File: config.mk
export PLATFORM = sky130hd
export DESIGN_NAME = store_sequencer
export DESIGN_NICKNAME = d
export VERILOG_FILES = /design/src/hw/mini_tile_pkg.sv /design/src/hw/store_sequencer.sv
export SDC_FILE = /design/constraint.sdc
export NUM_CORES = 1
export LEC_CHECK = 0
export ABC_AREA = 1
export BUFFER_PORTS_ARGS = -buffer_cell sky130_fd_sc_hd__buf_2
export CAP_MARGIN = 20
export CORE_UTILIZATION = 48
export CTS_CLUSTER_DIAMETER = 100
export DETAILED_ROUTE_END_ITERATION = 8
export PLACE_DENSITY = 0.77
export SLEW_MARGIN = 20
export SYNTH_ARGS = -nofsm -noshare
export SYNTH_HDL_FRONTEND = slang
export SYNTH_SLANG_ARGS = --single-unit
File: constraint.sdc
create_clock -name clk -period 2.2 [get_ports clk]
set_input_delay 0.33 -clock clk [delete_from_list [all_inputs] [get_ports clk]]
set_output_delay 0.33 -clock clk [all_outputs]
set_load 0.02 [all_outputs]
File: src/hw/mini_tile_pkg.sv
/*
 * Shared definitions for the compute-tile store path.
 * Widths, the address map, FIFO and memory sizes, the command opcodes
 * and the structs carried between sequencer, FIFO and store unit.
 * RTL and testbench refer to these by scoped name.
 */

package mini_tile_pkg;

  // Bus widths
  localparam int unsigned ADDR_W = 16;  // Byte address
  localparam int unsigned DATA_W = 32;  // Data word
  localparam int unsigned CNT_W  = 8;   // Fill word count

  // Word memory
  localparam int unsigned MEM_WORDS = 256;
  localparam int unsigned MEM_BYTES = MEM_WORDS * 4;      // First unmapped byte
  localparam int unsigned MEM_IDX_W = $clog2(MEM_WORDS);  // Word index bits

  // Write FIFO
  localparam int unsigned FIFO_DEPTH = 4;
  localparam int unsigned FIFO_PTR_W = $clog2(FIFO_DEPTH);
  localparam int unsigned FIFO_CNT_W = $clog2(FIFO_DEPTH + 1);  // Holds 0..DEPTH

  // Special addresses, outside the memory window
  localparam logic [ADDR_W-1:0] EXIT_ADDR    = 16'hFF00;  // Low byte is the exit code
  localparam logic [ADDR_W-1:0] CONSOLE_ADDR = 16'hFF04;  // Low byte is a character

  // Command opcodes
  typedef enum logic [1:0] {
    OP_STORE = 2'd0,  // One word to addr
    OP_FILL  = 2'd1,  // count words, addr += 4 and data += 1 per word
    OP_PUTC  = 2'd2,  // Character to the console
    OP_EXIT  = 2'd3   // End of computation
  } opcode_e;

  // Command from the outside, 58 bits
  typedef struct packed {
    opcode_e             opcode;
    logic [ADDR_W-1:0]   addr;
    logic [DATA_W-1:0]   data;
    logic [CNT_W-1:0]    count;  // Only OP_FILL
  } cmd_t;

  // One word write on the internal bus, 48 bits
  typedef struct packed {
    logic [ADDR_W-1:0] addr;
    logic [DATA_W-1:0] data;
  } bus_wr_t;

endpackage

File: src/hw/store_sequencer.sv
/*
 * Store sequencer.
 * Accepts one command while idle and expands it into word writes on
 * the internal bus. One write per cycle while the FIFO has room, the
 * current write is held under back-pressure. busy_o stays high from the
 * cycle after the strobe until the cycle after the last push.
 */

`timescale 1ns/100ps

module store_sequencer (
  input  logic                   clk,
  input  logic                   rst_n_i,
  input  logic                   cmd_valid_i,
  input  mini_tile_pkg::cmd_t    cmd_i,
  input  logic                   fifo_full_i,
  output logic                   push_o,
  output mini_tile_pkg::bus_wr_t wr_o,
  output logic                   busy_o
);

  typedef enum logic {
    IDLE,
    EMIT
  } state_e;

  state_e                             state_q;
  logic [mini_tile_pkg::CNT_W-1:0]    cnt_q;   // Words still to push
  mini_tile_pkg::bus_wr_t             run_q;   // Running address and data
  logic                               accept;

  // Strobes while busy are dropped
  assign accept = cmd_valid_i && (state_q == IDLE);

  // Push only with words left and room downstream
  assign push_o = (state_q == EMIT) && (cnt_q != '0) && !fifo_full_i;
  assign busy_o = (state_q == EMIT);
  assign wr_o   = run_q;

  // Control state
  always_ff @(posedge clk) begin
    if (!rst_n_i) begin
      state_q <= IDLE;
      cnt_q   <= '0;
    end else begin
      case (state_q)
        IDLE: begin
          if (accept) begin
            state_q <= EMIT;
            // Only a fill carries its own length
            if (cmd_i.opcode == mini_tile_pkg::OP_FILL) cnt_q <= cmd_i.count;
            else                                         cnt_q <= 8'd1;
          end
        end
        EMIT: begin
          if (cnt_q == '0) begin
            state_q <= IDLE;  // Empty fill, nothing pushed
          end else if (push_o) begin
            cnt_q <= cnt_q - 8'd1;
            if (cnt_q == 8'd1) state_q <= IDLE;  // Last word went out
          end
        end
        default: state_q <= IDLE;
      endcase
    end
  end

  // Running write, payload only
  always_ff @(posedge clk) begin
    if (accept) begin
      run_q.data <= cmd_i.data;
      case (cmd_i.opcode)
        mini_tile_pkg::OP_PUTC: run_q.addr <= mini_tile_pkg::CONSOLE_ADDR;
        mini_tile_pkg::OP_EXIT: run_q.addr <= mini_tile_pkg::EXIT_ADDR;
        default:                run_q.addr <= cmd_i.addr;  // Store and fill
      endcase
    end else if (push_o) begin
      // Step to the next fill word, harmless for single writes
      run_q.addr <= run_q.addr + 16'd4;
      run_q.data <= run_q.data + 32'd1;
    end
  end

endmodule

=== Word-level counts from Yosys, hierarchy flattened ===
Index checks and enable logic that the tools add are counted.
W data, S select, Z words.

* Register bits after elaboration: 57
* Input port bits: 62
* Output and inout bits: 50
* Logic and storage cells: 36

* $add $sub $neg: 3
* Equal/unequal tests: 7
* Muxes and demuxes: 13
* Bitwise gates (word level): 1
* Reduce and logical (&&, ||, !) cells: 8

{| class="wikitable"
|+ Operator list
! kind !! count
|-
| $mux W48 || 2
|-
| $add A32 B1 Y32 const B || 1
|-
| $mux W8 || 4
|-
| $pmux W16 S2 || 1
|-
| $add A16 B3 Y16 const B || 1
|-
| $pmux W8 S2 || 1
|-
| $eq A8 B1 Y1 const B || 1
|-
| $logic_not A8 Y1 || 1
|-
| $reduce_bool A8 Y1 || 1
|-
| $sub A8 B1 Y8 const B || 1
|-
| $ne A2 B2 Y1 const B || 3
|-
| $eq A2 B2 Y1 const B || 2
|-
| $mux W1 || 4
|-
| $logic_and A1 B1 Y1 || 3
|-
| $reduce_and A3 Y1 || 1
|-
| $eq A2 B1 Y1 const B || 1
|-
| $pmux W1 S2 || 1
|-
| $reduce_bool A2 Y1 || 1
|-
| $logic_not A1 Y1 || 1
|-
| $not A1 Y1 || 1
|}

=== Logic depth before layout (Yosys ltp) ===
* Depth after elaboration: 6
* Depth in mapped cells: 10
* Mapped depth without buffers: 10

=== Worst setup path before layout ===
OpenSTA, ideal clock, no wires.

* Kind: register to register
* From: reg state_q, in the netlist busy_o
* To: reg run_q (netlist bit wr_o[0]) (enable)
* Setup time: 0.400 ns
* Arrival time: 1.949 ns
* Required time: 1.800 ns
* Slack: -0.149 ns
* Stages on the path, launching flop included: 6
* Period minus slack after synthesis: 2.349 ns
* Cell sequence: dfxtp_1 buf_2 inv_2 o21ai_1 nand2_2 inv_1

* Word-level cells in the longest chain between the ends: 3

{| class="wikitable"
|+ Ends and longest elaborated chain
! item !! line !! text
|-
| start: declaration || store_sequencer.sv:27 || <nowiki>state_e state_q;</nowiki>
|-
| start signal: assignment || store_sequencer.sv:43 || <nowiki>state_q <= IDLE;</nowiki>
|-
| start signal: assignment || store_sequencer.sv:49 || <nowiki>state_q <= EMIT;</nowiki>
|-
| start signal: assignment || store_sequencer.sv:57 || <nowiki>state_q <= IDLE;</nowiki>
|-
| $logic_and A1 B1 Y1 or $not A1 Y1 (tied branches) || n/a ||
|-
| $logic_and A1 B1 Y1 (on tied branches) || store_sequencer.sv:36, store_sequencer.sv:33 ||
|-
| $reduce_bool A2 Y1 (no source line) (*) || n/a ||
|-
| end: declaration || store_sequencer.sv:29 || <nowiki>mini_tile_pkg::bus_wr_t run_q;</nowiki>
|}

Every way passes the cells marked *; elsewhere a longest branch is shown, timed or not.
A chain may end at the register's enable or synchronous reset.

=== Final worst setup path ===
* From: reg cnt_q[0] (netlist name)
* To: out push_o

* Word-level cells in the longest chain between the ends: 3

{| class="wikitable"
|+ Ends and longest elaborated chain
! item !! line !! text
|-
| start: declaration || store_sequencer.sv:28 || <nowiki>logic [mini_tile_pkg::CNT_W-1:0] cnt_q;</nowiki>
|-
| start signal: assignment || store_sequencer.sv:51 || <nowiki>if (cmd_i.opcode == mini_tile_pkg::OP_FILL) cnt_q <= cmd_i.count;</nowiki>
|-
| start signal: assignment || store_sequencer.sv:59 || <nowiki>cnt_q <= cnt_q - 8'd1;</nowiki>
|-
| $reduce_bool A8 Y1 || store_sequencer.sv:36 || <nowiki>assign push_o = (state_q == EMIT) && (cnt_q != '0) && !fifo_full_i;</nowiki>
|-
| $logic_and A1 B1 Y1 (2 in a row) || store_sequencer.sv:36 ||
|-
| end: declaration || store_sequencer.sv:17 || <nowiki>output logic push_o,</nowiki>
|}

No other way between the ends.

==> reports/results.ini <==
[placed_design]
port_buffers=111
place_hpwl_microns=7400
place_congestion=0.906

[global_route]
grt_antenna_before_repair=0
use_met1_pct=32.0
globalRouteMet3Util_pct=6.98
grt_pass1_wl_microns=16600
grt_overflow=0
grt_usage_pct=24.7
busiest_layer=met2
grt_max_degree=60
grt_pass1_vias=3716
met2_usage_pct=38.8

[cells_and_area]
nets=737
area_delta_synth_final_pct=22.0
layout-drive-gt1-share_pct=23.3
fill_cells=744
fin_util_pct=61.3
layout.area.seq_sq_um=1620
multi_input_area_sq_um=2080
num_antenna_cells=0
final_common_cell=nand2_1
final_cell_mix=nand2_1, buf_2, nor2_1

[clock_network]
cts-resized-gates=0
cts_made_buffers=9
post-cts-setup-buffers=0
path_clk_slew_ns=0.07
holdBufCountCts=0
htree_num_levels=3
root_buffer=clkbuf_8
cts_buffer_depth=2
cts_tree=done
clk_latency_ns=0.35
cts_sinks=57

[floorplanning]
core-area_sq_um=7850
fp.dieH_microns=92.6
die_w_microns=92.6
die_area_sq_um=8580
row_count=32
initial_core_util_pct=50.3
ios=112

[setup_path]
path_class=reg2out
cpMaxStageDelayCell=dfxtp_1
path_cells=inv_1 > ha_1 > nand2_1 > nor2_1 > nor2_1 > nand2_2 > inv_1 > buf_2
critPathArrivalTime_ns=1.72
worstPathMaxFanout=9
end_kind=output port
cp_slowest_stage_delay_ns=0.37
worstPathRequired_ns=1.87
start_kind=register

[yosys]
synth_fp_nets=624
yosysWarnings=0
synth-seq-cells=57
ys_types=28
synth_area_sq_um=3940
syn_area_per_cell_sq_um=7.08
yosysSeqAreaShare_pct=41.1
syn_inst=557
synth-edff-count=48
ys_async_sr_fraction_pct=0
synthFlopType=edfxtp_1

[routing]
wire_per_inst_microns=13.0
ant_nets=0
drt-initial-drc-count=232
remaining_drc_errors=0
vias_per_cell=5.07
routed_wl_microns=10100
dr.pass1.iters=5
num_vias=3943

[power]
combPwrFrac_pct=32.0
ir_worst_vdd_mv=0.376
switching_power_mw=1.55
swShare_pct=38.0
p_leak_nw=2.32
finalPower_mw=4.08
p_per_area_nw_per_um2=847
pwr-share-seq_pct=41.6
power.share.clock_pct=26.5
p_int_mw=2.53

[status]
status=complete, no violations

[sta]
slew_viol_final=0
min_period_ns=2.05
rsz0062_at_grt=no
finalSetupTns_ns=0
setup_viol=0
finalHoldViolCount=0
max_slew_margin_pct=63.2
period_share_pct=93.3
tightest_slew_ns=0.552
fmax_mhz=487
skew_ns=0.0148

[worst_hold_path]
hp-class=in2reg

[job]
maxCapViolCount=0

[cell families (layout without fill, tap and decap cells)]
group                      after synthesis  count (layout)  share of synthesized area (%)
and+or+nand+nor                        372             372                           41.5
buffers and inverters                   62             180                           6.15
DFF                                     57              57                           41.1
AOI/OAI and AO/OA                       44              44                           5.90
xor gates and xnor gates                17              17                           3.78
adders and majority gates                5               5                           1.59
[layer usage]
layer	share of wire [%]	wire length (microns)	vias to the layer above
met5	0	0	-
met4	1.8	181	0
li1	-	-	2027
met1	46	4610	1752
met2	45	4500	146
met3	7.7	772	18
[metrics by stage]
step	worst slack (ns)	area, sq um	instances	hold slack, ns
floorplan	0.102	3950	557	0.516
global placement	0.332	4600	761	0.572
detailed placement	0.278	4600	761	0.576
CTS	0.141	4810	777	0.239
global route	0.0154	4810	777	0.242
finish	0.148	4810	777	0.248
[flip-flops by register name, indices dropped and copies added, names as in the netlist]
signal,count
wr_o,48
busy_o,1
cnt_q,8
[synthesized netlist by cell type (5+ instances only)]
cell type  number  area [sq um]
nand2_1       207           777
nor2_1         73           274
nand3_1        51           255
edfxtp_1       48          1440
inv_1          45           169
o21ai_0        24           120
xor2_1         12           105
nand3b_1       10          75.1
dfxtp_1         9           180
buf_2           8          40.0
nor2_4          8          90.1
a21oi_1         7          35.0
nand2_2         7          43.8
o21ai_1         7          35.0
ha_1            5          62.6
nor2_2          5          31.3
xnor2_1         5          43.8
[worst paths after layout]
path / cells after the start / endpoint / startpoint / slack, ns
min reg2reg: 4 / cnt_q[7]$_SDFFE_PN0P_ / cnt_q[7]$_SDFFE_PN0P_ / 0.58
max: 8 / push_o / cnt_q[0]$_SDFFE_PN0P_ / 0.15
max reg2reg: 8 / wr_o[10]$_DFFE_PP_ / cnt_q[0]$_SDFFE_PN0P_ / 0.25
min: 3 / wr_o[31]$_DFFE_PP_ / cmd_i[39] / 0.25
[power groups by stage]
stage	clock [mW]	combinational, mW	sequential (mW)
4_1_cts	1.09	1.31	1.69
5_1_grt	1.14	1.46	1.73
6_report	1.08	1.30	1.70
2_1_floorplan	0	0.712	1.87
3_3_place_gp	0	1.27	1.70
3_5_place_dp	0	1.30	1.72
[worst max-delay path, delay by kind of cell (launching register included)]
kind	cells	cell delay, ns
buffers and inverters	3	0.34
flip-flops	1	0.37
AND/OR/NAND/NOR	4	0.45
adder cells (fa/ha/maj)	1	0.21
[final cells by class]
cell class | count | area share, %
clock inverter | 7 | 1.77
clock buffer | 9 | 2.57
tap | 102 | 2.65
timing repair buffer | 115 | 12.2
sequential | 57 | 33.7
inverter | 49 | 3.90
multi-input combinational | 438 | 43.2
No activity file was read; power rests on OpenSTA's default activity.
