==> config.mk <==
export PLATFORM = sky130hd
export DESIGN_NAME = write_fifo
export DESIGN_NICKNAME = d
export VERILOG_FILES = /design/src/hw/mini_tile_pkg.sv /design/src/hw/write_fifo.sv
export SDC_FILE = /design/constraint.sdc
export NUM_CORES = 1
export LEC_CHECK = 0
export BUFFER_PORTS_ARGS = -buffer_cell sky130_fd_sc_hd__buf_2
export CAP_MARGIN = 20
export CORE_MARGIN = 4
export CORE_UTILIZATION = 38
export CTS_CLUSTER_DIAMETER = 40
export DETAILED_ROUTE_END_ITERATION = 7
export PLACE_DENSITY = 0.55
export SETUP_SLACK_MARGIN = 0.3
export SYNTH_ARGS = -nofsm -noshare
export SYNTH_HDL_FRONTEND = slang
export SYNTH_SLANG_ARGS = --single-unit
==> constraint.sdc <==
create_clock -name clk -period 2.3 [get_ports clk]
set_input_delay 0.23 -clock clk [delete_from_list [all_inputs] [get_ports clk]]
set_output_delay 0.23 -clock clk [all_outputs]
set_load 0.02 [all_outputs]
==> src/hw/mini_tile_pkg.sv <==
/*
 * Shared definitions for the compute-tile store path.
 * Widths, the address map, FIFO and memory sizes, the command opcodes
 * and the structs carried between sequencer, FIFO and store unit.
 * RTL and testbench refer to these by scoped name.
 */

package mini_tile_pkg;

  // Bus widths
  localparam int unsigned ADDR_W = 16;  // Byte address
  localparam int unsigned DATA_W = 32;  // Data word
  localparam int unsigned CNT_W  = 8;   // Fill word count

  // Word memory
  localparam int unsigned MEM_WORDS = 256;
  localparam int unsigned MEM_BYTES = MEM_WORDS * 4;      // First unmapped byte
  localparam int unsigned MEM_IDX_W = $clog2(MEM_WORDS);  // Word index bits

  // Write FIFO
  localparam int unsigned FIFO_DEPTH = 4;
  localparam int unsigned FIFO_PTR_W = $clog2(FIFO_DEPTH);
  localparam int unsigned FIFO_CNT_W = $clog2(FIFO_DEPTH + 1);  // Holds 0..DEPTH

  // Special addresses, outside the memory window
  localparam logic [ADDR_W-1:0] EXIT_ADDR    = 16'hFF00;  // Low byte is the exit code
  localparam logic [ADDR_W-1:0] CONSOLE_ADDR = 16'hFF04;  // Low byte is a character

  // Command opcodes
  typedef enum logic [1:0] {
    OP_STORE = 2'd0,  // One word to addr
    OP_FILL  = 2'd1,  // count words, addr += 4 and data += 1 per word
    OP_PUTC  = 2'd2,  // Character to the console
    OP_EXIT  = 2'd3   // End of computation
  } opcode_e;

  // Command from the outside, 58 bits
  typedef struct packed {
    opcode_e             opcode;
    logic [ADDR_W-1:0]   addr;
    logic [DATA_W-1:0]   data;
    logic [CNT_W-1:0]    count;  // Only OP_FILL
  } cmd_t;

  // One word write on the internal bus, 48 bits
  typedef struct packed {
    logic [ADDR_W-1:0] addr;
    logic [DATA_W-1:0] data;
  } bus_wr_t;

endpackage

==> src/hw/write_fifo.sv <==
/*
 * Write FIFO between sequencer and store unit.
 * Circular buffer of bus writes with an occupancy counter.
 * Push and pop may happen in the same cycle. An entry pushed in one
 * cycle is at the head in the next. Users never push when full nor
 * pop when empty.
 */

`timescale 1ns/100ps

module write_fifo (
  input  logic                   clk,
  input  logic                   rst_n_i,
  input  logic                   push_i,
  input  mini_tile_pkg::bus_wr_t wr_i,
  input  logic                   pop_i,
  output mini_tile_pkg::bus_wr_t head_o,
  output logic                   full_o,
  output logic                   empty_o
);

  localparam logic [mini_tile_pkg::FIFO_PTR_W-1:0] LAST_SLOT =
    mini_tile_pkg::FIFO_PTR_W'(mini_tile_pkg::FIFO_DEPTH - 1);
  localparam logic [mini_tile_pkg::FIFO_CNT_W-1:0] FULL_CNT =
    mini_tile_pkg::FIFO_CNT_W'(mini_tile_pkg::FIFO_DEPTH);

  mini_tile_pkg::bus_wr_t                   buf_q [mini_tile_pkg::FIFO_DEPTH];
  logic [mini_tile_pkg::FIFO_PTR_W-1:0]     wr_ptr_q;
  logic [mini_tile_pkg::FIFO_PTR_W-1:0]     rd_ptr_q;
  logic [mini_tile_pkg::FIFO_CNT_W-1:0]     cnt_q;

  assign full_o  = (cnt_q == FULL_CNT);
  assign empty_o = (cnt_q == '0);
  assign head_o  = buf_q[rd_ptr_q];  // Valid only while not empty

  // Pointers and occupancy
  always_ff @(posedge clk) begin
    if (!rst_n_i) begin
      wr_ptr_q <= '0;
      rd_ptr_q <= '0;
      cnt_q    <= '0;
    end else begin
      if (push_i) begin
        // Explicit wrap, depth need not be a power of two
        wr_ptr_q <= (wr_ptr_q == LAST_SLOT) ? '0 : wr_ptr_q + 1'b1;
      end
      if (pop_i) begin
        rd_ptr_q <= (rd_ptr_q == LAST_SLOT) ? '0 : rd_ptr_q + 1'b1;
      end
      case ({push_i, pop_i})
        2'b10:   cnt_q <= cnt_q + 1'b1;
        2'b01:   cnt_q <= cnt_q - 1'b1;
        default: cnt_q <= cnt_q;  // Both or neither
      endcase
    end
  end

  // Storage
  always_ff @(posedge clk) begin
    if (push_i) buf_q[wr_ptr_q] <= wr_i;
  end

endmodule

* Word level (Yosys, flattened, before mapping)
Memories as Yosys holds them, arrays and structs flattened. A register that Yosys moved wholly into a read port is not among the register bits. Index checks and enable logic that the tools add are counted.
Operators by class: $add $sub $neg 4, multipliers 0, div/mod/pow operators 0, order comparisons 0, eq/ne operators 5, shift operators 0, multiplexer cells 7, bitwise gates (word level) 0, reduce and logical (&&, ||, !) cells 2
Operators with widths (count):
- $mux 2 | 4
- $eq 2x2->1 const B | 3
- $pmux 3 s2 | 1
- $add 2x1->2 const B | 2
- $add 3x1->3 const B | 1
- $eq 3x3->1 const B | 1
- $logic_not 3->1 | 1
- $sub 3x1->3 const B | 1
- $eq 2x1->1 const B | 1
- $mux 1 | 2
- $reduce_bool 2->1 | 1
Word-level totals: flip-flop bits (word level) 7, bits in latches 0, bits in writable memories 192, ROM bits 0, input port bits 52, output and inout bits 50, word-level logic and storage cells 22, memories kept 1
Memory list:
- buf_q | depth 4, width 48, read ports 1, clocked after memory_dff 1, wr ports 1, RTL line write_fifo.sv:27 | mini_tile_pkg::bus_wr_t buf_q [mini_tile_pkg::FIFO_DEPTH];

* Longest topological paths before layout
Gate-level depths: netlist of run 1.
word-level depth 4, depth in mapped cells 7, depth with buffers taken out 7

* Worst setup path before layout of run 1
OpenSTA, ideal clock, no wires.
path kind flip-flop to flip-flop, start register wr_ptr_q[0] (netlist name), end memory buf_q[3][0] (netlist name), enable pin, library setup time 0.410 ns, arrival time 1.699 ns, data required time 1.890 ns, slack 0.191 ns, cell stages (with the launch flop) 3, buffers on the path 0, period minus slack after synthesis 2.109 ns, cell sequence dfxtp_1 > ha_1 > and2_1
RTL lines:
- from (decl) | RTL line write_fifo.sv:28 | logic [mini_tile_pkg::FIFO_PTR_W-1:0] wr_ptr_q;
- from (signal assigned) | RTL line write_fifo.sv:45 | wr_ptr_q <= (wr_ptr_q == LAST_SLOT) ? '0 : wr_ptr_q + 1'b1;
- to (decl) | RTL line write_fifo.sv:27
No word-level cell before the write port.

==> results of run 1 <==
-- flip-flops by register name (all words and copies together) (netlist names), named ones only --
name	count
buf_q	192
cnt_q	3
rd_ptr_q	2
wr_ptr_q	2
-- kinds of logic (layout without fill, tap and decap cells) --
group                      after synthesis  in the layout  share of synthesized area
adders and majority gates                7              7                     0.0129
xor gates and xnor gates                 2              2                    0.00237
and+or+nand+nor                         16             16                     0.0134
buffers and inverters                   16            224                     0.0127
DFF                                    201            201                      0.805
AOI/OAI and AO/OA                        5              5                    0.00407
muxes                                   50             50                      0.149
-- synth_stat cells, types with 2 or more instances --
| cell | count |
|---|---|
| buf_2 | 3 |
| clkbuf_1 | 2 |
| mux2i_1 | 2 |
| inv_1 | 6 |
| nor2b_1 | 4 |
| and2_1 | 6 |
| buf_4 | 2 |
| edfxtp_1 | 192 |
| dfxtp_1 | 9 |
| buf_6 | 3 |
| nor3b_1 | 2 |
| ha_1 | 6 |
| o21ai_0 | 2 |
| mux4_2 | 48 |
-- worst reg2reg max path, cell delays in order (launching register included) --
cell,delay [ns]
dfxtp_1,0.34
inv_1,0.09
ha_1,0.14
and2_2,0.48
buf_4,0.29
-- per-stage QoR --
stage	util	instance area, sq um	setup WS [ns]
global route	0.525	9910	0.147
floorplan	-	7390	0.703
finish	0.525	9910	0.221
detailed placement	0.442	8360	0.478
CTS	0.520	9830	0.163
global placement	0.442	8360	0.484
-- what timing repair did --
item / CTS / global route
endpoints found under the setup margin: 48 / 48
endpoints found under the hold margin: 192 / 0
setup buffers: 3 / 0
resized for setup: 1 / 19
hold buffers: 48 / 0
cloned: 0 / 1
-- where the power goes --
part | total, uW | internal (uW) | switching (uW) | leakage, uW
logic | 883 | 412 | 471 | 0.00114
clock network | 4320 | 2760 | 1560 | 0.000459
registers | 4220 | 4170 | 43.2 | 0.00184
-- final cells by class --
| class | instances | area share |
|---|---|---|
| sequential | 201 | 0.600 |
| multi-input combinational | 80 | 0.136 |
| timing repair buffer | 167 | 0.131 |
| clock buffer | 30 | 0.0736 |
| tap | 260 | 0.0328 |
| clock inverter | 21 | 0.0241 |
| inverter | 6 | 0.00227 |
-- worst paths after layout --
check                                  from           end  slack, ns
worst min register to register     cnt_q[2]      cnt_q[2]       0.52
worst min-delay path                rst_n_i      cnt_q[1]       0.02
worst max-delay path                   flop    head_o[22]       0.22
worst max register to register  wr_ptr_q[0]  buf_q[2][37]       0.66
-- per-layer routing --
metal  share of wire  up-vias
met4           0.023        0
met2            0.49       99
met1            0.42     1861
met3           0.058       29
li1                -     1639
met5               0        -
==> results.cfg, run 1 <==
[run_status]
run_status = finished clean

[layout]
final_common_cell = edfxtp_1
antennaDiodeCount = 0
nFillCells = 1529
area_delta_synth_final_pct = 34.3
multi_input_area_sq_um = 1350
seqCellArea_sq_um = 5950
fin_nets = 543
instances_no_fill = 765
layout_common_cells = edfxtp_1 (192), buf_2 (92), mux4_2 (48), dlygate4sd3_1 (48), clkbuf_16 (30)
final_layout_size_suffix_gt1_frac = 0.438

[min_path]
hp-class = input port to flop
hold_depth = 2

[sta]
setup_viol = 0
rsz0062_at_grt = true
worst_pin_slew_ns = 0.546
hold_viol_final = 0
period_needed_ns = 2.08
finalSetupTns_ns = 0
max_slew_margin = 0.636
final-max-slew-violation-count = 0
hold_ws_ns = 0.0242
skew_ns = 0.0101
fmax_mhz = 481
finalCritPeriodShare = 0.904

[power_and_ir_drop]
power_density_nw_per_um2 = 950
leakage_uw = 0.00344
vdd_drop_max_mv = 0.628
totalPowerFinal_uw = 9420

[clocking]
htree_levels = 1
cts_buffer_depth = 3
clkTransAtPathRegs_ns = 0.05
tritoncts = built
root_buffer = clkbuf_16
cts_buffers = 28
clock_latency_ns = 0.52
cts.sinks = 201

[floorplanning]
die_area_sq_um = 21700
initial_core_util = 0.391
die_w_um = 147
top_level_ports = 102
coreArea_sq_um = 18900
die_h_um = 147
num_rows = 50

[setup_path]
critPathMaxFanout = 11
critPathBufInv = 2
path_cells = buf_12 > mux4_2 > buf_2
timing.critical_path.from_type = flop
critPathMaxStageDelay_ns = 0.53
cp_num_cells = 3
crit_slowest_cell = mux4_2
crit_arrival_ns = 1.85
rr_worst_depth = 4
critical_path_class = flop to primary output
worstPathRequired_ns = 2.07
end_kind = primary output
cp_top_family = multiplexers

[yosys]
synth.avg_cell_area_sq_um = 24.9
synth.largest_area_cell = edfxtp_1
syn_area_sq_um = 7380
ys.warnings.count = 0
synth.area.top_cells = edfxtp_1 (78%), mux4_2 (15%), dfxtp_1 (2.4%)
synth_fp_nets = 356
synth_cells = 297
ys_ff_latch = 201
ys_seq_area_frac = 0.805
synth_cell_types = 24
synth_edf_count = 192
yosys.area.top_type_share = 0.781
ys.flop_type = edfxtp_1
async_reset_ff_frac = 0

[routing]
vias_per_cell = 4.74
route.vias.total = 3628
drtIter0Drc = 206
wl_per_cell_um = 18.9
drcViolationCount = 0
ant_nets = 0
routed_wirelength_um = 14400
firstDrtPassIters = 4

[global_route]
grtUsageTotal = 0.133
antenna_found_initial = 0
use_met1 = 0.175
grt_start_max_net_pins = 41
grt-ovfl-total = 0
grt_pass1_vias = 4017
top_usage_layer = met2
grt_pass1_wl_um = 22500
use_met3 = 0.0362
use_met2 = 0.221

[job]
timing.max_cap.violations = 0

[placement]
portBuffers = 101
routabilityCongestion = 0.689
hpwl_um = 8600
dpl.cell_count = 662
(Power assumes the default switching activity.)
==> run 2: changes to the inputs <==
- REMOVE_ABC_BUFFERS: default -> 1
==> results.cfg, run 2 (synthesized netlist as in run 1, its figures left out) <==
[placement]
hpwl_um = 7960
routabilityCongestion = 0.677
place_area_sq_um = 8310
portBuffers = 101

[power_and_ir_drop]
vdd_drop_max_mv = 0.558
leakage_uw = 0.00356
power_density_nw_per_um2 = 940

[routing]
routed_wirelength_um = 14400
drcViolationCount = 0
route.vias.total = 3655
firstDrtPassIters = 6
ant_nets = 0
vias_per_cell = 4.76
drtIter0Drc = 184
wl_per_cell_um = 18.7

[layout]
fin_util = 0.539
area_delta_synth_final_pct = 38.0
fin_nets = 545
largest_register_ffs = 192
final_layout_size_suffix_gt1_frac = 0.443
antennaDiodeCount = 0
final_common_cell = edfxtp_1
layout_common_cells = edfxtp_1 (192), buf_2 (66), dlygate4sd3_1 (49)
reg.largest.list = buf_q: 192 flops, cnt_q: 3 flops
top_register = buf_q
postLayoutCellArea_sq_um = 10200

[clocking]
cts_buffer_depth = 3
htree_levels = 1
cts_buffers = 28
clock_latency_ns = 0.52
cts.sinks = 201
tritoncts = built
root_buffer = clkbuf_16
clkTransAtPathRegs_ns = 0.06

[setup_path]
end_kind = primary output
crit_arrival_ns = 1.88
critical_path_class = flop to primary output
rr_worst_depth = 5
critPathMaxFanout = 8
worstPathRequired_ns = 2.07
r2r_setup_slack_ns = 0.71
worstReg2RegEnd = cnt_q[2]
r2r_start = cnt_q[0]
critical_path.endpoint = head_o[10]
timing.critical_path.from_type = flop

[floorplanning]
coreArea_sq_um = 18900
top_level_ports = 102
die_area_sq_um = 21700
die_h_um = 147
num_rows = 50
initial_core_util = 0.391
die_w_um = 147

[global_route]
antenna_found_initial = 0
grt-ovfl-total = 0
grt_pass1_vias = 4033
grtUsageTotal = 0.130
grt_pass1_wl_um = 22100
grt_start_max_net_pins = 49

[sta]
fmax_mhz = 474
hold_viol_final = 0
rsz0062_at_grt = true
max_slew_margin = 0.738
finalCritPeriodShare = 0.918
setup_viol = 0
worst_pin_slew_ns = 0.393
period_needed_ns = 2.11
final-max-slew-violation-count = 0
finalSetupTns_ns = 0
skew_ns = 0.00465

[run_status]
run_status = finished clean

[min_path]
hp-class = input port to flop

[job]
timing.max_cap.violations = 0
==> run 2: worst min path at each step <==
stage,endpoint,start,cells past startpoint,slack (ns)
after global placement,buf_q[0][1],wr_i[1],1,0.44
after CTS,flop,pop_i,3,0.08
after global routing,rd_ptr_q[1],pop_i,3,0.1
after detailed placement,buf_q[1][13],wr_i[13],1,0.45
after floorplan,buf_q[0][0],wr_i[0],0,0.33
final,flop,pop_i,3,0.1
==> run 2: final cells by class <==
type / count / area, sq um
Multi-Input combinational cell: 80 / 1350
Tap cell: 260 / 325
Timing Repair Buffer: 169 / 1560
Fill cell: 1509 / 8700
Inverter: 6 / 22.5
Sequential cell: 201 / 5950
Clock inverter: 21 / 233
Clock buffer: 31 / 753
==> run 2: repair_timing <==
item,4_1_cts,5_1_grt
pin swaps,0,0
endpoints found under the setup margin,48,47
setup buffers,2,3
resized for setup,1,82
hold buffers,49,0
cloned,0,5
hold endpoints to repair,194,0
==> run 2: critical path, cell delays in order (launching register included) <==
cell	delay, ns
dfxtp_4	0.36
buf_12	0.15
clkbuf_16	0.17
mux4_2	0.52
buf_6	0.15
==> run 2: report_power, final <==
group	switching, uW	leakage (uW)	internal (uW)	total (uW)
sequential	46.4	0.00184	4170	4220
clock	1610	0.000490	2750	4350
combinational	491	0.00123	514	1000
==> run 2: metrics by stage <==
| stage | setup WS [ns] | instances | hold WS [ns] | power [uW] |
|---|---|---|---|---|
| 6_report | 0.189 | 768 | 0.0982 | 9570 |
| 5_1_grt | 0.131 | 768 | 0.0982 | 9960 |
| 4_1_cts | 0.134 | 760 | 0.0798 | 9550 |
| 3_5_place_dp | 0.504 | 657 | 0.448 | 5080 |
| 3_3_place_gp | 0.516 | 657 | 0.441 | 5060 |
| 2_1_floorplan | -0.743 | 287 | 0.329 | 4760 |
==> run 2: per-layer routing <==
metal,part of all wire,global-route usage,wire length [um]
met1,0.43,0.164,6110
met4,0.022,0.0401,313
met3,0.060,0.0331,866
met2,0.49,0.225,7070
met5,0,0,0
